File: src/aquila_settings.svh
`ifndef AQUILA_SETTINGS_SVH
`define AQUILA_SETTINGS_SVH

// Data and address width
`define AQ_XLEN 32

// TCM depth in words
`define AQ_TCM_WORDS 1024

// Segment codes, taken from the top address nibble
`define AQ_SEG_TCM    4'h0
`define AQ_SEG_DEVICE 4'hC
`define AQ_SEG_SYSDEV 4'hF

// System-device select from address bits 19:16
`define AQ_SYSDEV_CLINT 4'h0

`endif
File: src/bus_pkg.sv
`include "aquila_settings.svh"
`default_nettype none

package bus_pkg;

    // ----------------------------------------
    // Basic bus types
    // ----------------------------------------

    typedef logic [`AQ_XLEN-1:0]   word_t;
    typedef logic [`AQ_XLEN/8-1:0] byte_en_t;

    // ----------------------------------------
    // Core side requests and responses
    // ----------------------------------------

    // Instruction fetch, read only
    typedef struct packed {
        logic  strobe;
        word_t addr;
    } code_req_t;

    // Data access with byte enables
    typedef struct packed {
        logic     strobe;
        logic     rw;
        word_t    addr;
        byte_en_t byte_en;
        word_t    wdata;
    } data_req_t;

    // Ready is a one-cycle pulse with valid rdata
    typedef struct packed {
        logic  ready;
        word_t rdata;
    } mem_rsp_t;

    // ----------------------------------------
    // Miss requests toward the coherence unit
    // ----------------------------------------

    typedef struct packed {
        logic  strobe;
        word_t addr;
    } imiss_req_t;

    typedef struct packed {
        logic  strobe;
        logic  rw;
        word_t addr;
        logic  share_modify;
        logic  replacement;
    } dmiss_req_t;

    // Merged request, tagged with the requesting cache
    typedef struct packed {
        logic  strobe;
        logic  rw;
        word_t addr;
        logic  share_modify;
        logic  replacement;
        logic  is_instr_fetch;
    } cu_req_t;

endpackage

`default_nettype wire

File: src/mem_map_pkg.sv
`default_nettype none

package mem_map_pkg;

    // ----------------------------------------
    // Address map types
    // ----------------------------------------

    // Top nibble of an address
    typedef logic [3:0] seg_t;

    // Address bits 19:16 inside the system segment
    typedef logic [3:0] sysdev_sel_t;

    // Target region of a request
    // Cached covers 8..B and every unclaimed segment
    typedef enum logic [1:0] {
        REGION_TCM    = 2'd0,
        REGION_CACHED = 2'd1,
        REGION_DEVICE = 2'd2,
        REGION_SYSDEV = 2'd3
    } region_e;

endpackage

`default_nettype wire

File: src/mem_router.sv
`include "aquila_settings.svh"
`timescale 1ns/1ps
`default_nettype none

module mem_router (
    input  wire                     clk_i,
    input  wire                     rst_i,
    input  wire bus_pkg::code_req_t code_req_i,
    input  wire bus_pkg::data_req_t data_req_i,
    output bus_pkg::mem_rsp_t       code_rsp_o,
    output bus_pkg::mem_rsp_t       data_rsp_o,
    output bus_pkg::code_req_t      tcm_code_req_o,
    input  wire bus_pkg::mem_rsp_t  tcm_code_rsp_i,
    output bus_pkg::data_req_t      tcm_data_req_o,
    input  wire bus_pkg::mem_rsp_t  tcm_data_rsp_i,
    output bus_pkg::code_req_t      icache_req_o,
    input  wire bus_pkg::mem_rsp_t  icache_rsp_i,
    output bus_pkg::data_req_t      dcache_req_o,
    input  wire bus_pkg::mem_rsp_t  dcache_rsp_i,
    output bus_pkg::data_req_t      device_req_o,
    input  wire bus_pkg::mem_rsp_t  device_rsp_i,
    output bus_pkg::data_req_t      clint_req_o,
    input  wire bus_pkg::mem_rsp_t  clint_rsp_i
);
    import mem_map_pkg::*;
    import bus_pkg::*;

    seg_t        code_seg;
    seg_t        data_seg;
    sysdev_sel_t sysdev_sel;
    region_e     code_region;
    region_e     data_region;
    logic        clint_hit;
    logic        fake_hit;
    region_e     code_region_r;
    region_e     data_region_r;
    logic        clint_sel_r;
    logic        fake_ready_r;
    mem_rsp_t    sysdev_rsp;

    // Strobe and rw pass only to the selected target
    function automatic data_req_t gate_data(data_req_t req, logic hit);
        data_req_t res;
        res        = req;
        res.strobe = req.strobe && hit;
        res.rw     = req.rw && hit;
        return res;
    endfunction

    // ----------------------------------------
    // Address decode
    // ----------------------------------------
    assign code_seg   = code_req_i.addr[`AQ_XLEN-1 -: 4];
    assign data_seg   = data_req_i.addr[`AQ_XLEN-1 -: 4];
    assign sysdev_sel = data_req_i.addr[19:16];

    // Code side only knows TCM or cache
    assign code_region = (code_seg == `AQ_SEG_TCM) ? REGION_TCM : REGION_CACHED;

    always_comb begin
        case (data_seg)
            `AQ_SEG_TCM:    data_region = REGION_TCM;
            `AQ_SEG_DEVICE: data_region = REGION_DEVICE;
            `AQ_SEG_SYSDEV: data_region = REGION_SYSDEV;
            default:        data_region = REGION_CACHED;
        endcase
    end

    assign clint_hit = (data_region == REGION_SYSDEV) && (sysdev_sel == `AQ_SYSDEV_CLINT);
    // Other system devices are faked, early stack accesses land here
    assign fake_hit  = (data_region == REGION_SYSDEV) && (sysdev_sel != `AQ_SYSDEV_CLINT);

    // ----------------------------------------
    // Target requests
    // ----------------------------------------
    always_comb begin
        tcm_code_req_o        = code_req_i;
        tcm_code_req_o.strobe = code_req_i.strobe && (code_region == REGION_TCM);
        icache_req_o          = code_req_i;
        icache_req_o.strobe   = code_req_i.strobe && (code_region == REGION_CACHED);

        tcm_data_req_o = gate_data(data_req_i, data_region == REGION_TCM);
        dcache_req_o   = gate_data(data_req_i, data_region == REGION_CACHED);
        clint_req_o    = gate_data(data_req_i, clint_hit);

        // Device bus sees zero address and data unless addressed
        device_req_o = gate_data(data_req_i, data_region == REGION_DEVICE);
        if (data_region != REGION_DEVICE) begin
            device_req_o.addr  = '0;
            device_req_o.wdata = '0;
        end
    end

    // ----------------------------------------
    // Response select, captured on strobe
    // ----------------------------------------
    always_ff @(posedge clk_i) begin
        if (rst_i) begin
            code_region_r <= REGION_TCM;
            data_region_r <= REGION_TCM;
            clint_sel_r   <= 1'b0;
            fake_ready_r  <= 1'b0;
        end else begin
            if (code_req_i.strobe) begin
                code_region_r <= code_region;
            end
            if (data_req_i.strobe) begin
                data_region_r <= data_region;
                clint_sel_r   <= clint_hit;
            end
            // Fake device answers the cycle after strobe
            fake_ready_r <= data_req_i.strobe && fake_hit;
        end
    end

    assign sysdev_rsp = clint_sel_r ? clint_rsp_i : mem_rsp_t'{ready: fake_ready_r, rdata: '0};

    assign code_rsp_o = (code_region_r == REGION_TCM) ? tcm_code_rsp_i : icache_rsp_i;

    always_comb begin
        case (data_region_r)
            REGION_TCM:    data_rsp_o = tcm_data_rsp_i;
            REGION_CACHED: data_rsp_o = dcache_rsp_i;
            REGION_DEVICE: data_rsp_o = device_rsp_i;
            default:       data_rsp_o = sysdev_rsp;
        endcase
    end

    // A data strobe reaches one target at most, fake device included
    one_data_target_a : assert property (@(posedge clk_i) disable iff (rst_i)
        $onehot0({tcm_data_req_o.strobe, dcache_req_o.strobe, device_req_o.strobe,
                  clint_req_o.strobe, data_req_i.strobe && fake_hit}));

endmodule

`default_nettype wire

File: config.mk
export PLATFORM = sky130hd
export DESIGN_NAME = mem_router
export DESIGN_NICKNAME = d
export VERILOG_FILES = /design/src/bus_pkg.sv /design/src/mem_map_pkg.sv /design/src/mem_router.sv
export VERILOG_INCLUDE_DIRS = /design/src /design/src/src
export SDC_FILE = /design/constraint.sdc
export NUM_CORES = 1
export LEC_CHECK = 0
export CAP_MARGIN = 20
export CORE_AREA = 3 3 280 282
export CTS_BUF_LIST = sky130_fd_sc_hd__clkbuf_16
export CTS_CLUSTER_SIZE = 25
export DETAILED_ROUTE_END_ITERATION = 16
export DIE_AREA = 0 0 283 285
export DONT_BUFFER_PORTS = 1
export PLACE_DENSITY_LB_ADDON = 0.2
export SYNTH_ARGS = -nofsm -noshare
export SYNTH_HDL_FRONTEND = slang
export SYNTH_SLANG_ARGS = --single-unit
File: constraint.sdc
create_clock -name clk_i -period 1.7 [get_ports clk_i]
set_input_delay 0.17 -clock clk_i [delete_from_list [all_inputs] [get_ports clk_i]]
set_output_delay 0.17 -clock clk_i [all_outputs]
set_load 0.01 [all_outputs]
==> flow_summary.json <==
{
  "outcome": "completed",
  "clock_slew_at_reported_path_ffs_ns": 0.06,
  "synth.cell_area_mm2": 0.00424,
  "floorplan.die.height_um": 285,
  "floorplan.core_area_mm2": 0.0759,
  "numCtsBuffers": 3,
  "post-route-drc-count": 0,
  "pin_count_of_the_biggest_net_entering_global_routing": 60,
  "synth-seq-cells": 5,
  "route.met2.wl_um": 8950,
  "final_max_slew_violation_count": 0,
  "wire_per_inst_um": 16.1,
  "critical_path_class": "reg2out",
  "rr_worst_depth": 2,
  "dp.final_hpwl_um": 18000,
  "netlist_instances": 496,
  "max-slew-margin-rel": 0.563,
  "fmax_ghz": 0.603,
  "met1_routed_wirelength_after_detailed_routing_um": 7150,
  "placement_rows": 101,
  "met3_length_um": 3360,
  "synth-simple-area-share": 0.177,
  "post_synth.cell_area_avg_um2": 8.54,
  "worst_r2r_endpoint": "clint_sel_r",
  "synth_sequential_area_ratio": 0.0236,
  "setup_tns_ns": 0,
  "yosysUniqueCellTypes": 29,
  "number_of_antenna_violations_at_the_first_check_in_global_routing": 29,
  "compound_gate_fraction_of_synth_area": 0.00502,
  "worst_ir_drop_vdd_mv": 0.171,
  "power.leakage_nw": 0.856,
  "topRoutingLayerUsed": "met5",
  "cts_tree": "yes",
  "final_critical_delay_including_setup_and_external_delays_ns": 1.66,
  "floorplan.die_area_mm2": 0.0807,
  "critPathRequiredTime_ns": 1.53,
  "place.gp.congestion": 0.723,
  "cts.sinks": 5,
  "grt_util_all_layers": 0.0454,
  "area_growth_syn_to_layout_pct": -12.7,
  "avgViaCountPerCell": 1.86,
  "finish.net_count": 522,
  "regToRegSetupSlack_ns": 0.90,
  "maxCapViolCount": 0,
  "hold_wc_path_type": "in2reg",
  "synthXorXnorAreaFrac": 0.00414,
  "clock-root-buffer": "clkbuf_16",
  "hold_viol_final": 0,
  "post_dp_cell_area_mm2": 0.00347,
  "setup_viol_count_final": 0,
  "critical_path.reg2reg.startpoint": "clint_sel_r",
  "crit_path_end_kind": "output port",
  "design_power_total_mw": 1.18,
  "grt_pass1_vias": 2399,
  "max_slew.worst_pin.slew_ns": 0.650,
  "via_count": 2367,
  "yosys.area_share.adder": 0,
  "grt_pass1_wl_um": 24000,
  "filler_cell_count": 8951,
  "synth_warnings": 0,
  "unrepaired_setup_endpoints_after_global_routing": "no",
  "cp_max_fo": 10,
  "timing.critical_path.to": "data_rsp_o[17]",
  "critPathLaunchType": "register",
  "critPathLaunch": "clint_sel_r",
  "floorplan.initialDensity": 0.0558,
  "drt_first_pass_iters": 4,
  "design.portCount": 715,
  "total_area_of_multi_input_combinational_cells_mm2": 0.00194,
  "cts-htree-levels": 1,
  "design_area_mm2": 0.00370,
  "post_cts_buffers": 0,
  "synth_enable_flop_cells": 0,
  "synthFlopType": "dfxtp_1",
  "route.final.wire_length_um": 20500,
  "ant_nets": 0,
  "die_w_um": 283,
  "insertion_delay_ns": 0.26,
  "clock_skew_ns": 0,
  "synth_top_family_by_area": "buffers and inverters",
  "post_synth_mux_area_share": 0.266,
  "io_buffers": 0,
  "timing.final.crit_share": 0.975,
  "clock_path_buffers": 2,
  "ys_async_sr_fraction": 0,
  "regArea_um2": 110,
  "worst-endpoint-arrival_ns": 1.49,
  "final_layout_size_suffix_gt1_frac": 0.431,
  "grt_overflow_total": 0,
  "power-per-cell-area_mw_per_mm2": 320,
  "first_iter_violations": 86
}
==> through the flow <==
| stage | util | worst slack, ns | instances | hold slack [ns] |
|---|---|---|---|---|
| after global placement | 0.0457 | -0.444 | 1241 | 0.238 |
| after global routing | 0.0485 | 0.00731 | 1264 | 0.00205 |
| final | 0.0487 | 0.0424 | 1271 | 0.0137 |
| after CTS | 0.0475 | 0.00122 | 1247 | 0.00684 |
| after detailed placement | 0.0457 | -0.433 | 1241 | 0.242 |
| after floorplan | - | 0.279 | 497 | 0.239 |
==> cells in the mapped netlist (2+ instances only) <==
cell | count | area, µm²
buf_4 | 277 | 2080
and2_1 | 94 | 588
mux2_2 | 34 | 383
mux4_2 | 33 | 743
buf_2 | 7 | 35.0
clkbuf_1 | 7 | 26.3
buf_6 | 6 | 67.6
and2_0 | 5 | 31.3
dfxtp_1 | 5 | 100
nor3_1 | 3 | 15.0
nor4_1 | 3 | 18.8
and3_1 | 2 | 12.5
nand4_1 | 2 | 12.5
nor2_1 | 2 | 7.51
nor2b_1 | 2 | 12.5
==> flip-flops by register name, indices dropped and copies added, names as in the netlist <==
name / count
clint_sel_r: 1
fake_ready_r: 1
data_region_r: 2
code_region_r: 1
==> worst max-delay path, stage by stage (launching register included) <==
cell     delay [ns]
dfxtp_4        0.36
buf_6          0.14
and2_1         0.19
mux4_2         0.53
==> where the power goes <==
part	switching (mW)	internal, mW
Clock	0.155	0.311
Combinational	0.314	0.270
Sequential	0.0134	0.121
Total	0.483	0.702
==> kinds of logic after synthesis <==
logic type | Yosys count
buffers and inverters | 299
AND/OR/NAND/NOR | 119
multiplexers | 67
flip-flops | 5
AO/OA/AOI/OAI | 3
XOR/XNOR | 2
other | 1
==> how the worst min path moves through the flow <==
stage	start	endpoint	slack, ns	cells past startpoint
global route	rst_i	fake_ready_r	0.002	1
detailed placement	rst_i	data_region_r[1]	0.24	1
global placement	rst_i	data_region_r[1]	0.24	1
finish	rst_i	fake_ready_r	0.01	1
floorplan	rst_i	data_region_r[1]	0.24	1
CTS	rst_i	fake_ready_r	0.007	1
==> metal layers <==
metal  up-vias  global-route usage
li1        823                   -
met1      1091              0.0465
met2       390              0.0668
met3        57              0.0345
met4         6              0.0244
met5         -                   0
==> layout by cell type, fill, tap and decap left out, drive strengths merged, types with 2 or more instances in the layout <==
cell type  instances
inv                2
and3               2
clkbuf             4
conb               2
diode             23
and2              99
mux4              33
mux2              34
nor3               4
nor2b              2
buf               13
nor4               3
nor2               2
nand4              2
dfxtp              5
==> final cells by class <==
cell class                      count  area share
Timing Repair Buffer               15      0.0602
Antenna cell                       23      0.0156
Tap cell                         1030       0.349
Clock inverter                      1     0.00102
Multi-Input combinational cell    193       0.524
Inverter                            1     0.00102
Clock buffer                        3      0.0203
Sequential cell                     5      0.0298
==> what timing repair did <==
item	4_1_cts	5_1_grt
setup endpoints to repair	21	9
hold endpoints to repair	3	0
gates cloned	1	1
hold buffers	1	0
gates resized for setup	10	2
Power figures use the tool's default switching activity.
