### src/aquila_settings.svh
`ifndef AQUILA_SETTINGS_SVH
`define AQUILA_SETTINGS_SVH

// Data and address width
`define AQ_XLEN 32

// TCM depth in words
`define AQ_TCM_WORDS 1024

// Segment codes, taken from the top address nibble
`define AQ_SEG_TCM    4'h0
`define AQ_SEG_DEVICE 4'hC
`define AQ_SEG_SYSDEV 4'hF

// System-device select from address bits 19:16
`define AQ_SYSDEV_CLINT 4'h0

`endif
### src/bus_pkg.sv
`include "aquila_settings.svh"
`default_nettype none

package bus_pkg;

    // ----------------------------------------
    // Basic bus types
    // ----------------------------------------

    typedef logic [`AQ_XLEN-1:0]   word_t;
    typedef logic [`AQ_XLEN/8-1:0] byte_en_t;

    // ----------------------------------------
    // Core side requests and responses
    // ----------------------------------------

    // Instruction fetch, read only
    typedef struct packed {
        logic  strobe;
        word_t addr;
    } code_req_t;

    // Data access with byte enables
    typedef struct packed {
        logic     strobe;
        logic     rw;
        word_t    addr;
        byte_en_t byte_en;
        word_t    wdata;
    } data_req_t;

    // Ready is a one-cycle pulse with valid rdata
    typedef struct packed {
        logic  ready;
        word_t rdata;
    } mem_rsp_t;

    // ----------------------------------------
    // Miss requests toward the coherence unit
    // ----------------------------------------

    typedef struct packed {
        logic  strobe;
        word_t addr;
    } imiss_req_t;

    typedef struct packed {
        logic  strobe;
        logic  rw;
        word_t addr;
        logic  share_modify;
        logic  replacement;
    } dmiss_req_t;

    // Merged request, tagged with the requesting cache
    typedef struct packed {
        logic  strobe;
        logic  rw;
        word_t addr;
        logic  share_modify;
        logic  replacement;
        logic  is_instr_fetch;
    } cu_req_t;

endpackage

`default_nettype wire

### src/l1_req_arbiter.sv
`timescale 1ns/1ps
`default_nettype none

module l1_req_arbiter (
    input  wire                      clk_i,
    input  wire                      rst_i,
    input  wire bus_pkg::imiss_req_t imiss_i,
    input  wire bus_pkg::dmiss_req_t dmiss_i,
    input  wire                      cu_ready_i,
    output logic                     imiss_ready_o,
    output logic                     dmiss_ready_o,
    output bus_pkg::cu_req_t         cu_req_o
);
    import bus_pkg::*;

    typedef enum logic [1:0] {
        ARB_IDLE,
        ARB_I,
        ARB_D
    } arb_state_e;

    arb_state_e state_q;
    arb_state_e state_d;
    cu_req_t    cu_req_d;

    // ----------------------------------------
    // Grant FSM
    // ----------------------------------------
    always_comb begin
        state_d = state_q;
        case (state_q)
            ARB_IDLE: begin
                // I miss wins a tie
                if (imiss_i.strobe) begin
                    state_d = ARB_I;
                end else if (dmiss_i.strobe) begin
                    state_d = ARB_D;
                end
            end
            ARB_I: begin
                if (cu_ready_i) begin
                    state_d = ARB_IDLE;
                end
            end
            ARB_D: begin
                // D-cache may withdraw its request
                if (cu_ready_i || !dmiss_i.strobe) begin
                    state_d = ARB_IDLE;
                end
            end
            default: state_d = ARB_IDLE;
        endcase
    end

    // Request built from the next state, registered below
    always_comb begin
        cu_req_d = '0;
        case (state_d)
            ARB_I: begin
                cu_req_d.strobe         = 1'b1;
                cu_req_d.addr           = imiss_i.addr;
                cu_req_d.is_instr_fetch = 1'b1;
            end
            ARB_D: begin
                cu_req_d.strobe       = 1'b1;
                cu_req_d.rw           = dmiss_i.rw;
                cu_req_d.addr         = dmiss_i.addr;
                cu_req_d.share_modify = dmiss_i.share_modify;
                cu_req_d.replacement  = dmiss_i.replacement;
            end
            default: cu_req_d = '0;
        endcase
    end

    always_ff @(posedge clk_i) begin
        if (rst_i) begin
            state_q  <= ARB_IDLE;
            cu_req_o <= '0;
        end else begin
            state_q  <= state_d;
            cu_req_o <= cu_req_d;
        end
    end

    // Completion goes only to the granted cache
    assign imiss_ready_o = (state_q == ARB_I) && cu_ready_i;
    assign dmiss_ready_o = (state_q == ARB_D) && cu_ready_i;

    one_miss_ready_a : assert property (@(posedge clk_i) disable iff (rst_i)
        $onehot0({imiss_ready_o, dmiss_ready_o}));

    // Coherence unit sees a gap after each completion
    strobe_drops_a : assert property (@(posedge clk_i) disable iff (rst_i)
        (imiss_ready_o || dmiss_ready_o) |=> !cu_req_o.strobe);

endmodule

`default_nettype wire

### config.mk
export PLATFORM = sky130hd
export DESIGN_NAME = l1_req_arbiter
export DESIGN_NICKNAME = d
export VERILOG_FILES = /design/src/bus_pkg.sv /design/src/l1_req_arbiter.sv
export VERILOG_INCLUDE_DIRS = /design/src /design/src/src
export SDC_FILE = /design/constraint.sdc
export NUM_CORES = 1
export LEC_CHECK = 0
export BUFFER_PORTS_ARGS = -buffer_cell sky130_fd_sc_hd__buf_2
export CAP_MARGIN = 20
export CORE_AREA = 2 2 64 66
export CTS_CLUSTER_SIZE = 40
export DETAILED_ROUTE_END_ITERATION = 7
export DIE_AREA = 0 0 66 68
export PLACE_DENSITY = 0.77
export SETUP_SLACK_MARGIN = 0.5
export SYNTH_ARGS = -nofsm -noshare
export SYNTH_HDL_FRONTEND = slang
export SYNTH_SLANG_ARGS = --single-unit
### constraint.sdc
create_clock -name clk_i -period 2.22 [get_ports clk_i]
set_input_delay 0.333 -clock clk_i [delete_from_list [all_inputs] [get_ports clk_i]]
set_output_delay 0.333 -clock clk_i [all_outputs]
set_load 0.02 [all_outputs]
==> run summary, run 1 <==
OUTCOME
--------------------------------------------------------------------------------------
Outcome                                                                      completed

CELLS AND AREA
--------------------------------------------------------------------------------------
Number of nets in the final layout                                                 322
Relative area change from synthesis to final layout                              63.0%
Share of post-route cells with drive strength above 1                            0.627
Number of antenna cells inserted                                                     0
# fillers                                                                          372

SYNTH
--------------------------------------------------------------------------------------
Most frequent cells after synthesis                                       sky130_fd_sc_hd__dfxtp_1 (39), sky130_fd_sc_hd__nor2_1 (33), sky130_fd_sc_hd__a22oi_1 (32)
Syn_area_per_cell                                                           10.1 sq um
Number of standard cells after synthesis                                           136
Yosys Warn Count                                                                     0
Syn_nets                                                                           210
Largest area contributor in the synthesized netlist                       sky130_fd_sc_hd__dfxtp_1
Synthesized flop and latch total                                                    39
Top cells by area in the synthesized netlist                              sky130_fd_sc_hd__dfxtp_1 (57%), sky130_fd_sc_hd__a22oi_1 (18%), sky130_fd_sc_hd__nor2_1 (9.0%)
FFs w/ async S/R, synth                                                              0
Most repeated cell in the gate-level netlist after synthesis              sky130_fd_sc_hd__dfxtp_1
Share of synthesized area occupied by flip-flops and latches                     0.570
Area share of the largest cell type after synthesis                              0.570
Most used flip-flop cell after synthesis                                  sky130_fd_sc_hd__dfxtp_1
Number of enable-type register cells in the synthesized netlist                      0
Number of unique standard cell types used by synthesis                              21
Netlist area before placement                                             0.00137 sq mm

PLACED DESIGN
--------------------------------------------------------------------------------------
Weighted congestion reported at the end of routability-driven placement          0.695
Detailed placement HPWL                                                        2.56 mm
Count of input and output buffers                                                  110
Pre-CTS WS                                                                      250 ps

PWR
--------------------------------------------------------------------------------------
Share of total power in combinational logic                                      0.231
Switching part of the total                                                      0.273
Clk pwr share                                                                    0.285
Design internal power                                                        0.00112 W
Total leakage power                                                            1.09 nW
Pwr dens                                                                   690 mW/mm^2
Seq pwr share                                                                    0.484
VDD IR-drop max                                                               0.412 mV
Net switching power figure                                                  0.000421 W

CRITICAL PATH
--------------------------------------------------------------------------------------
Endpoint type of the worst setup path                                        flip-flop
Data arrival time at the worst-slack endpoint                                  1900 ps
Required time of the critical path                                             2390 ps
Critical path startpoint category                                            flip-flop
Highest net fanout along the worst path                                             11
Cells on worst reg2reg path                                                          6
Critical path start-end classification                                    flip-flop to flip-flop

GLOBAL ROUTE
--------------------------------------------------------------------------------------
Via count of the first global-routing pass                                        1151
Largest net degree at the start of global routing                                   34
Total GRT Usage                                                                  0.156
Total gr overflow                                                                    0
Antenna violations before repair                                                     0
Global-route wire length before repair                                         5.17 mm

DRT
--------------------------------------------------------------------------------------
Routed wirelength normalized by instance count                            13.3 microns
Via density per instance                                                          4.73
Detailed router's first-iteration violation count                                   62
Residual antenna-violating net count after detailed routing                          0
Via Count                                                                         1415
Initial DRT Pass Iterations                                                          4
DRC violation count after routing                                                    0
Overall routed net length                                                      3.97 mm

CTS
--------------------------------------------------------------------------------------
TritonCTS buffer count                                                               5
Total number of clock tree sinks                                                    39
Clock Tree Root                                                           sky130_fd_sc_hd__clkbuf_8
Clk slew on worst S/H paths                                                      70 ps
Clock latency at the later pin of the worst-skew pair                           280 ps
H-tree levels                                                                        2
Clock Tree Buf Depth                                                                 2
CTS tree                                                                          done

TIMING
--------------------------------------------------------------------------------------
Final setup TNS                                                                   0 ps
Setup repair after global routing missed its margin                                yes
Max-Slew Margin vs Limit                                                         0.822
Tmin final                                                                     1730 ps
Highest attainable clock frequency                                             577 MHz
Setup WS post-layout                                                            488 ps
Setup Skew                                                                     3.51 ps
Setup violation total in the final timing report                                     0
Transition time at the pin with the least slew margin                           268 ps
Final hold vios                                                                      0
Count of final max-slew check failures                                               0
Final clock period utilization by the worst path                                 0.780

DIE
--------------------------------------------------------------------------------------
Floorplan die area                                                        0.00449 sq mm
Cell row count                                                                      23
Die H                                                                       68 microns
Standard cell core area                                                   0.00386 sq mm
Top Ports                                                                          111
Width of the die                                                            66 microns
Effective utilization at floorplan                                               0.355

WORST HOLD PATH
--------------------------------------------------------------------------------------
Cell depth of the worst hold path                                                    2
Hold Crit Class                                                           input pin to flip-flop

JOB
--------------------------------------------------------------------------------------
Max-cap violation count                                                              0

## per-stage QoR
stage	utilization	power [W]	hold WS (ps)	area, sq um	cells
6_report	0.579	0.00154	252	2230	299
5_1_grt	0.579	0.00163	232	2230	299
3_3_place_gp	0.502	0.00103	477	1940	286
3_5_place_dp	0.502	0.00103	489	1940	286
4_1_cts	0.552	0.00153	240	2130	298
2_1_floorplan	-	0.000945	404	1420	136
## what timing repair did
| action | 4_1_cts | 5_1_grt |
|---|---|---|
| cloned | 0 | 1 |
| setup endpoints to repair | 34 | 35 |
| gates resized for setup | 11 | 22 |
| pin swaps | 0 | 5 |
| setup buffers | 4 | 0 |
| hold buffers | 0 | 0 |
## layer usage
metal | vias up | wire, microns | share of wire | global-route usage
li1 | 699 | - | - | -
met1 | 643 | 1500 | 0.38 | 0.169
met2 | 71 | 2100 | 0.53 | 0.283
met3 | 2 | 343 | 0.086 | 0.0559
met4 | 0 | 27 | 0.0068 | 0.0536
met5 | - | 0 | 0 | 0
## power groups by stage
stage	Sequential, W	Clock, W	Combinational [W]
final	0.000745	0.000440	0.000356
after global placement	0.000761	0	0.000268
after detailed placement	0.000762	0	0.000272
after floorplan	0.000804	0	0.000141
after global routing	0.000748	0.000499	0.000384
after CTS	0.000745	0.000461	0.000320
## state kept, by name, summed over array words and instances, names as in the netlist
signal    count
cu_req_o     37
state_q       2
## logic make-up (layout without fill, tap and decap cells)
logic type               after synthesis  after routing  synth area share
AO/OA/AOI/OAI                         35             35             0.191
adder cells (fa/ha/maj)                2              2            0.0183
buffers and inverters                 13            125            0.0548
flip-flops                            39             39             0.570
multiplexers                           1              1            0.0110
AND/OR/NAND/NOR                       46             47             0.155
## worst max-delay path: stages (launching register included)
cell and delay [ps]:
sky130_fd_sc_hd__dfxtp_4 350, sky130_fd_sc_hd__mux2_4 310, sky130_fd_sc_hd__or3b_4 390, sky130_fd_sc_hd__ha_4 200, sky130_fd_sc_hd__buf_12 150, sky130_fd_sc_hd__a22oi_1 170
sky130_fd_sc_hd__nor2_1 50
## path summary, 6_finish.rpt
| check | startpoint | end | slack (ps) |
|---|---|---|---|
| worst max-delay path | state_q[1] | cu_req_o[21] | 490 |
| worst min-delay path | dmiss_i[1] | cu_req_o[2] | 250 |
| worst max register to register | state_q[1] | cu_req_o[21] | 490 |
| worst min register to register | state_q[0] | state_q[1] | 490 |
## placed cells by master (no fill, tap or decap), types with 2 or more instances in the layout
master                       n
sky130_fd_sc_hd__buf_2     110
sky130_fd_sc_hd__dfxtp_1    37
sky130_fd_sc_hd__nor2_1     33
sky130_fd_sc_hd__a22oi_2    23
sky130_fd_sc_hd__a22oi_1     9
sky130_fd_sc_hd__clkbuf_8    5
sky130_fd_sc_hd__and2_1      3
sky130_fd_sc_hd__buf_12      3
sky130_fd_sc_hd__nand2b_1    2
sky130_fd_sc_hd__or2_4       2
sky130_fd_sc_hd__clkbuf_1    2
sky130_fd_sc_hd__buf_4       2
## layout make-up
class | count | area (sq um) | area share
clock buffers | 7 | 76.3 | 0.0342
clock inverters | 1 | 5.00 | 0.00224
inverters | 1 | 3.75 | 0.00168
multi-input cells | 85 | 663 | 0.297
flip-flops and latches | 39 | 786 | 0.352
well taps | 50 | 62.6 | 0.0280
repair buffers | 116 | 637 | 0.285
(Power assumes the default switching activity.)
==> run 2, diff against run 1 <==
Settings changed: CORE_AREA 2 2 64 66 to 2 2 67 69, DIE_AREA 0 0 66 68 to 0 0 69 71, PLACE_DENSITY 0.77 to 0.74.
Clock period 2.22 ns to 1.55 ns, I/O delays scaled along.
==> run 2 against run 1 <==
  * The flow now finishes with violations (setup timing)
  * Design area up 7.1%
  * Global-route usage up 0.38 points
  * Flip-flop and latch count unchanged
  * First-iteration DRC count down 34%
  * Die area up 9.2%
  * Power up 54%
  * Register-to-register slack worse by 660 ps
  * Critical path type unchanged
  * Fmax up 0.55%
  * Clock skew up 4.6 ps
  * Non-clock buffer count up 3
  * Wire length up 0.53%
  * Largest power group unchanged
  * Critical path depth unchanged
==> run summary, run 2 (synthesis gave the netlist of run 1 again) <==
CELLS AND AREA
--------------------------------------------------------------------------------------
Area taken by multi-input logic gates                                        773 sq um   was 663 sq um
Number of nets in the final layout                                                 328   was 322
Final Instance Count excl. Fillers                                                 307   was 299
Relative area change from synthesis to final layout                              74.5%   was 63.0%
Biggest registers after layout                                            cu_req_o: 37 flops, state_q: 2 flops   unchanged
# fillers                                                                          383   was 372
Sequential cell area                                                         786 sq um   unchanged
Leading cell type in the layout, fill and taps excluded                   sky130_fd_sc_hd__buf_2   unchanged
Register ranked first by flip-flop count                                      cu_req_o   unchanged
Number of antenna cells inserted                                                     0   unchanged
Commonest non-fill, non-tap cells in the layout                           sky130_fd_sc_hd__buf_2 (108), sky130_fd_sc_hd__dfxtp_1 (37), sky130_fd_sc_hd__nor2_1 (32), sky130_fd_sc_hd__a22oi_2 (30), sky130_fd_sc_hd__clkbuf_8 (7)   was sky130_fd_sc_hd__buf_2 (110), sky130_fd_sc_hd__dfxtp_1 (37), sky130_fd_sc_hd__nor2_1 (33), sky130_fd_sc_hd__a22oi_2 (23), sky130_fd_sc_hd__a22oi_1 (9)
Post-route cell area                                                      0.00239 sq mm   was 0.00223 sq mm
Share of post-route cells with drive strength above 1                            0.698   was 0.627
Max reg flops                                                                       37   unchanged

CRITICAL PATH
--------------------------------------------------------------------------------------
Crit path cell chain                                                      mux2_4 > or3b_4 > ha_4 > buf_12 > a22oi_2 > nor2_1   was mux2_4 > or3b_4 > ha_4 > buf_12 > a22oi_1 > nor2_1
Cells on worst reg2reg path                                                          6   unchanged
Number of cells on the critical path                                                 6   unchanged
Critical path startpoint category                                            flip-flop   unchanged
Setup slack, reg-to-reg                                                        -170 ps   was 490 ps
Data arrival time at the worst-slack endpoint                                  1900 ps   about the same
Termination of the worst setup path                                       cu_req_o[18]   was cu_req_o[21]
Start point of the critical path                                            state_q[1]   unchanged
Reg-to-reg critical path startpoint                                         state_q[1]   unchanged
Endpoint type of the worst setup path                                        flip-flop   unchanged
Critical path start-end classification                                    flip-flop to flip-flop   unchanged
Cell family with the largest share of critical-path delay                 simple AND/OR/NAND/NOR gates   unchanged
Critical path buffer and inverter count                                              1   unchanged
Highest net fanout along the worst path                                             16   was 11
Required time of the critical path                                             1730 ps   was 2390 ps
Worst R2R End                                                             cu_req_o[18]   was cu_req_o[21]
Critical-path cell with the highest stage delay                           sky130_fd_sc_hd__or3b_4   unchanged
Peak per-stage delay on the critical path                                       390 ps   about the same

CTS
--------------------------------------------------------------------------------------
Post-CTS Setup Inserts                                                               0   was 4
Clock Tree Root                                                           sky130_fd_sc_hd__clkbuf_8   unchanged
H-tree levels                                                                        2   unchanged
TritonCTS buffer count                                                               5   unchanged
Total number of clock tree sinks                                                    39   unchanged
Clock Tree Buf Depth                                                                 2   unchanged
Hold bufs inserted after CTS                                                         0   unchanged
CTS tree                                                                          done   unchanged
Clk slew on worst S/H paths                                                      70 ps   about the same
Clock latency at the later pin of the worst-skew pair                           290 ps   was 280 ps

PWR
--------------------------------------------------------------------------------------
Total power after layout                                                     0.00237 W   was 0.00154 W
Design internal power                                                        0.00172 W   was 0.00112 W
Total leakage power                                                            1.13 nW   was 1.09 nW
VDD IR-drop max                                                               0.407 mV   was 0.412 mV
Net switching power figure                                                  0.000648 W   was 0.000421 W
Seq pwr share                                                                    0.449   was 0.484
Share of total power in combinational logic                                      0.237   was 0.231
Pwr dens                                                                   992 mW/mm^2   was 690 mW/mm^2
Switching part of the total                                                      0.273   about the same
Clk pwr share                                                                    0.314   was 0.285

TIMING
--------------------------------------------------------------------------------------
Transition time at the pin with the least slew margin                           264 ps   was 268 ps
Setup Skew                                                                     8.12 ps   was 3.51 ps
Final setup TNS                                                               -4890 ps   was 0 ps
Max-Slew Margin vs Limit                                                         0.822   about the same
Count of final max-slew check failures                                               0   unchanged
Setup repair after global routing missed its margin                                yes   unchanged
Final clock period utilization by the worst path                                  1.11   was 0.780
Tmin final                                                                     1720 ps   was 1730 ps
Setup WS post-layout                                                           -173 ps   was 488 ps
Highest attainable clock frequency                                             580 MHz   was 577 MHz
Final hold vios                                                                      0   unchanged
Setup violation total in the final timing report                                    33   was 0

WORST HOLD PATH
--------------------------------------------------------------------------------------
Hold Crit Class                                                           input pin to flip-flop   unchanged

OUTCOME
--------------------------------------------------------------------------------------
Outcome                                                                   finished with violations   was completed
Failing checks                                                            setup timing

GLOBAL ROUTE
--------------------------------------------------------------------------------------
Antenna violations before repair                                                     0   unchanged
Total gr overflow                                                                    0   unchanged
Largest net degree at the start of global routing                                   18   was 34
Via count of the first global-routing pass                                        1428   was 1151
Total GRT Usage                                                                  0.160   was 0.156
Global-route wire length before repair                                         6.24 mm   was 5.17 mm

JOB
--------------------------------------------------------------------------------------
Max-cap violation count                                                              0   unchanged

PLACED DESIGN
--------------------------------------------------------------------------------------
Placed Cells                                                                       295   was 286
Placement Cell Area                                                       0.00203 sq mm   was 0.00194 sq mm
Detailed placement HPWL                                                        2.55 mm   was 2.56 mm
Count of input and output buffers                                                  110   unchanged
Weighted congestion reported at the end of routability-driven placement          0.722   was 0.695

DRT
--------------------------------------------------------------------------------------
Detailed router's first-iteration violation count                                   41   was 62
Routed wirelength normalized by instance count                            13.0 microns   was 13.3 microns
Residual antenna-violating net count after detailed routing                          0   unchanged
Via density per instance                                                          4.58   was 4.73
DRC violation count after routing                                                    0   unchanged
Via Count                                                                         1405   was 1415
Initial DRT Pass Iterations                                                          4   unchanged
Overall routed net length                                                      3.99 mm   was 3.97 mm

DIE
--------------------------------------------------------------------------------------
Width of the die                                                            69 microns   was 66 microns
Standard cell core area                                                   0.00420 sq mm   was 0.00386 sq mm
Cell row count                                                                      24   was 23
Top Ports                                                                          111   unchanged
Effective utilization at floorplan                                               0.326   was 0.355
Die H                                                                       71 microns   was 68 microns
Floorplan die area                                                        0.00490 sq mm   was 0.00449 sq mm

## run 2: area by class of cell
type                    instances  area share
clock buffers                   7      0.0403
multi-input cells              88       0.323
well taps                      52      0.0272
repair buffers                119       0.276
flip-flops and latches         39       0.329
inverters                       1     0.00157
clock inverters                 1     0.00314
## run 2: power by group through the flow
stage	logic (W)	registers (W)	clock network, W
6_report	0.000562	0.00107	0.000745
5_1_grt	0.000609	0.00107	0.000807
4_1_cts	0.000520	0.00107	0.000772
3_5_place_dp	0.000439	0.00109	0
3_3_place_gp	0.000433	0.00109	0
2_1_floorplan	0.000212	0.00115	0
## run 2: how the worst min path moves through the flow
stage                       end  slack (ps)  depth (start not counted)  startpoint
global placement    cu_req_o[2]         440                          2  dmiss_i[1]
global route        cu_req_o[2]         140                          2  dmiss_i[1]
CTS                 cu_req_o[2]         140                          2  dmiss_i[1]
detailed placement  cu_req_o[2]         440                          2  dmiss_i[1]
floorplan            state_q[1]         300                          1       rst_i
finish              cu_req_o[2]         150                          2  dmiss_i[1]
## run 2: stage by stage
step	setup slack, ps	hold WS, ps	utilization
after global placement	-155	436	0.482
after floorplan	-204	304	-
after detailed placement	-190	436	0.482
after global routing	-216	142	0.569
final	-173	148	0.569
after CTS	-153	139	0.548
## run 2: timing repair
| item | in CTS | in global routing |
|---|---|---|
| endpoints found under the setup margin | 40 | 40 |
| pin swaps | 2 | 5 |
| gates cloned | 2 | 2 |
| gates resized for setup | 37 | 15 |
## run 2: per-layer routing
metal,up-vias,part of all wire,track usage
met5,-,0,0
met4,0,0.021,0.0806
met3,11,0.068,0.0442
met2,62,0.52,0.296
met1,619,0.39,0.165
li1,713,-,-
==> run 3, diff against run 2 <==
Settings changed: CORE_AREA 2 2 67 69 to 2 2 71 73, DIE_AREA 0 0 69 71 to 0 0 73 75, PLACE_DENSITY 0.74 to 0.67.
==> run 3 against run 2 <==
  * The flow still finishes with violations (setup timing)
  * Combinational power fell by 3.9%
  * Fmax fell by 0.91%
  * First-iteration DRC count fell by 9.8%
  * Non-clock buffer count rose by 1
  * Final cell count rose by 0.33%
  * Worst setup slack got worse by 16 ps
  * Die area rose by 12%
  * Power fell by 5.4%
  * Largest cell class unchanged
  * Largest power group unchanged
==> run summary, run 3 (synthesis gave the netlist of run 1 again) <==
TIMING
--------------------------------------------------------------------------------------
Final hold vios                                                                      0   unchanged
Setup WS post-layout                                                           -188 ps   was -173 ps
Setup Skew                                                                     2.65 ps   was 8.12 ps
Final clock period utilization by the worst path                                  1.12   was 1.11
Setup violation total in the final timing report                                    33   unchanged
Setup repair after global routing missed its margin                                yes   unchanged
Tmin final                                                                     1740 ps   was 1720 ps
Max-Slew Margin vs Limit                                                         0.834   was 0.822
Final setup TNS                                                               -4720 ps   was -4890 ps
Transition time at the pin with the least slew margin                           246 ps   was 264 ps
Count of final max-slew check failures                                               0   unchanged
Highest attainable clock frequency                                             575 MHz   was 580 MHz

GLOBAL ROUTE
--------------------------------------------------------------------------------------
Global-route wire length before repair                                         6.06 mm   was 6.24 mm
Via count of the first global-routing pass                                        1358   was 1428
Total gr overflow                                                                    0   unchanged
Antenna violations before repair                                                     0   unchanged
Total GRT Usage                                                                  0.144   was 0.160
Largest net degree at the start of global routing                                   19   was 18

CTS
--------------------------------------------------------------------------------------
TritonCTS buffer count                                                               5   unchanged
Clk slew on worst S/H paths                                                      70 ps   about the same
CTS tree                                                                          done   unchanged
Total number of clock tree sinks                                                    39   unchanged
Clock Tree Buf Depth                                                                 2   unchanged
Clock Tree Root                                                           sky130_fd_sc_hd__clkbuf_8   unchanged
Clock latency at the later pin of the worst-skew pair                           280 ps   was 290 ps
H-tree levels                                                                        2   unchanged

DIE
--------------------------------------------------------------------------------------
Standard cell core area                                                   0.00466 sq mm   was 0.00420 sq mm
Cell row count                                                                      25   was 24
Width of the die                                                            73 microns   was 69 microns
Top Ports                                                                          111   unchanged
Die H                                                                       75 microns   was 71 microns
Floorplan die area                                                        0.00548 sq mm   was 0.00490 sq mm
Effective utilization at floorplan                                               0.294   was 0.326

PLACED DESIGN
--------------------------------------------------------------------------------------
Count of input and output buffers                                                  110   unchanged
Detailed placement HPWL                                                        2.62 mm   was 2.55 mm
Pre-CTS WS                                                                     -203 ps   was -190 ps
Weighted congestion reported at the end of routability-driven placement          0.664   was 0.722

DRT
--------------------------------------------------------------------------------------
Detailed router's first-iteration violation count                                   37   was 41
Initial DRT Pass Iterations                                                          2   was 4
Routed wirelength normalized by instance count                            12.3 microns   was 13.0 microns
Via Count                                                                         1416   was 1405
Via density per instance                                                          4.60   was 4.58
Residual antenna-violating net count after detailed routing                          0   unchanged
DRC violation count after routing                                                    0   unchanged
Overall routed net length                                                      3.77 mm   was 3.99 mm

CELLS AND AREA
--------------------------------------------------------------------------------------
Share of post-route cells with drive strength above 1                            0.685   was 0.698
Max reg flops                                                                       37   unchanged
Area taken by multi-input logic gates                                        742 sq um   was 773 sq um
Register ranked first by flip-flop count                                      cu_req_o   unchanged
Post-layout util                                                                 0.504   was 0.569
Number of antenna cells inserted                                                     0   unchanged
Biggest registers after layout                                            cu_req_o: 37 flops, state_q: 2 flops   unchanged
Number of nets in the final layout                                                 327   was 328
Leading cell type in the layout, fill and taps excluded                   sky130_fd_sc_hd__buf_2   unchanged
Sequential cell area                                                         786 sq um   unchanged
Commonest non-fill, non-tap cells in the layout                           sky130_fd_sc_hd__buf_2 (107), sky130_fd_sc_hd__dfxtp_1 (37), sky130_fd_sc_hd__nor2_1 (32), sky130_fd_sc_hd__a22oi_2 (30), sky130_fd_sc_hd__buf_4 (7)   was sky130_fd_sc_hd__buf_2 (108), sky130_fd_sc_hd__dfxtp_1 (37), sky130_fd_sc_hd__nor2_1 (32), sky130_fd_sc_hd__a22oi_2 (30), sky130_fd_sc_hd__clkbuf_8 (7)
Relative area change from synthesis to final layout                              71.5%   was 74.5%
# fillers                                                                          430   was 383

PWR
--------------------------------------------------------------------------------------
Seq pwr share                                                                    0.475   was 0.449
Pwr dens                                                                   955 mW/mm^2   was 992 mW/mm^2
VDD IR-drop max                                                               0.437 mV   was 0.407 mV
Switching part of the total                                                      0.276   was 0.273
Total leakage power                                                            1.11 nW   was 1.13 nW
Design internal power                                                        0.00163 W   was 0.00172 W
Net switching power figure                                                  0.000618 W   was 0.000648 W
Share of total power in combinational logic                                      0.241   was 0.237
Clk pwr share                                                                    0.284   was 0.314

WORST HOLD PATH
--------------------------------------------------------------------------------------
Hold Crit Class                                                           input pin to flip-flop   unchanged

CRITICAL PATH
--------------------------------------------------------------------------------------
Critical path startpoint category                                            flip-flop   unchanged
Required time of the critical path                                             1720 ps   was 1730 ps
Peak per-stage delay on the critical path                                       390 ps   about the same
Data arrival time at the worst-slack endpoint                                  1910 ps   was 1900 ps
Endpoint type of the worst setup path                                        flip-flop   unchanged
Crit path cell chain                                                      mux2_4 > or3b_4 > ha_4 > buf_12 > a22oi_1 > nor2_1   was mux2_4 > or3b_4 > ha_4 > buf_12 > a22oi_2 > nor2_1
Critical path start-end classification                                    flip-flop to flip-flop   unchanged
Highest net fanout along the worst path                                             18   was 16
Critical-path cell with the highest stage delay                           sky130_fd_sc_hd__or3b_4   unchanged

OUTCOME
--------------------------------------------------------------------------------------
Outcome                                                                   finished with violations   unchanged
Failing checks                                                            setup timing   unchanged

JOB
--------------------------------------------------------------------------------------
Max-cap violation count                                                              0   unchanged

-- run 3: layout make-up --
type | instances | share of cell area
clock inverters | 1 | 0.00213
clock buffers | 7 | 0.0325
inverters | 1 | 0.00160
multi-input cells | 86 | 0.316
flip-flops and latches | 39 | 0.334
repair buffers | 120 | 0.285
well taps | 54 | 0.0288
-- run 3: power groups by stage --
stage / Combinational [W] / Sequential [W] / Clock (W)
CTS: 0.000520 / 0.00107 / 0.000671
finish: 0.000540 / 0.00107 / 0.000638
floorplan: 0.000212 / 0.00115 / 0
global route: 0.000594 / 0.00107 / 0.000710
detailed placement: 0.000441 / 0.00109 / 0
global placement: 0.000437 / 0.00109 / 0
-- run 3: path summary, 6_finish.rpt --
path | to | cells past startpoint | slack (ps) | from
worst max-delay path | cu_req_o[19] | 6 | -190 | state_q[1]
worst min-delay path | cu_req_o[1] | 2 | 150 | dmiss_i[0]
worst max register to register | cu_req_o[19] | 6 | -190 | state_q[1]
worst min register to register | state_q[1] | 1 | 470 | state_q[0]
-- run 3: through the flow --
step | instances | cell area, sq um | hold slack [ps] | total power, W
final | 308 | 2350 | 147 | 0.00224
after global routing | 308 | 2350 | 139 | 0.00237
after CTS | 308 | 2280 | 138 | 0.00226
after floorplan | 136 | 1430 | 304 | 0.00136
after global placement | 298 | 2040 | 433 | 0.00153
after detailed placement | 298 | 2040 | 438 | 0.00153
-- run 3: metal layers --
| layer | global-route usage | share of wire | vias up |
|---|---|---|---|
| met3 | 0.0428 | 0.085 | 8 |
| li1 | - | - | 706 |
| met5 | 0 | 0 | - |
| met4 | 0.0617 | 0.018 | 0 |
| met2 | 0.240 | 0.49 | 70 |
| met1 | 0.173 | 0.41 | 632 |
-- run 3: worst max-delay path: cells and delay by family, from the launching register on --
family / cells / cell delay [ps]
muxes: 1 / 320
buffers and inverters: 1 / 150
AOI/OAI and AO/OA: 1 / 170
DFF: 1 / 350
and+or+nand+nor: 2 / 450
adders and majority gates: 1 / 190
-- run 3: what timing repair did --
action                                  4_1_cts  5_1_grt
pin swaps                                     5        6
setup buffers                                 0        0
hold buffers                                  0        0
endpoints found under the setup margin       39       42
gates cloned                                  2        0
resized for setup                            35       13
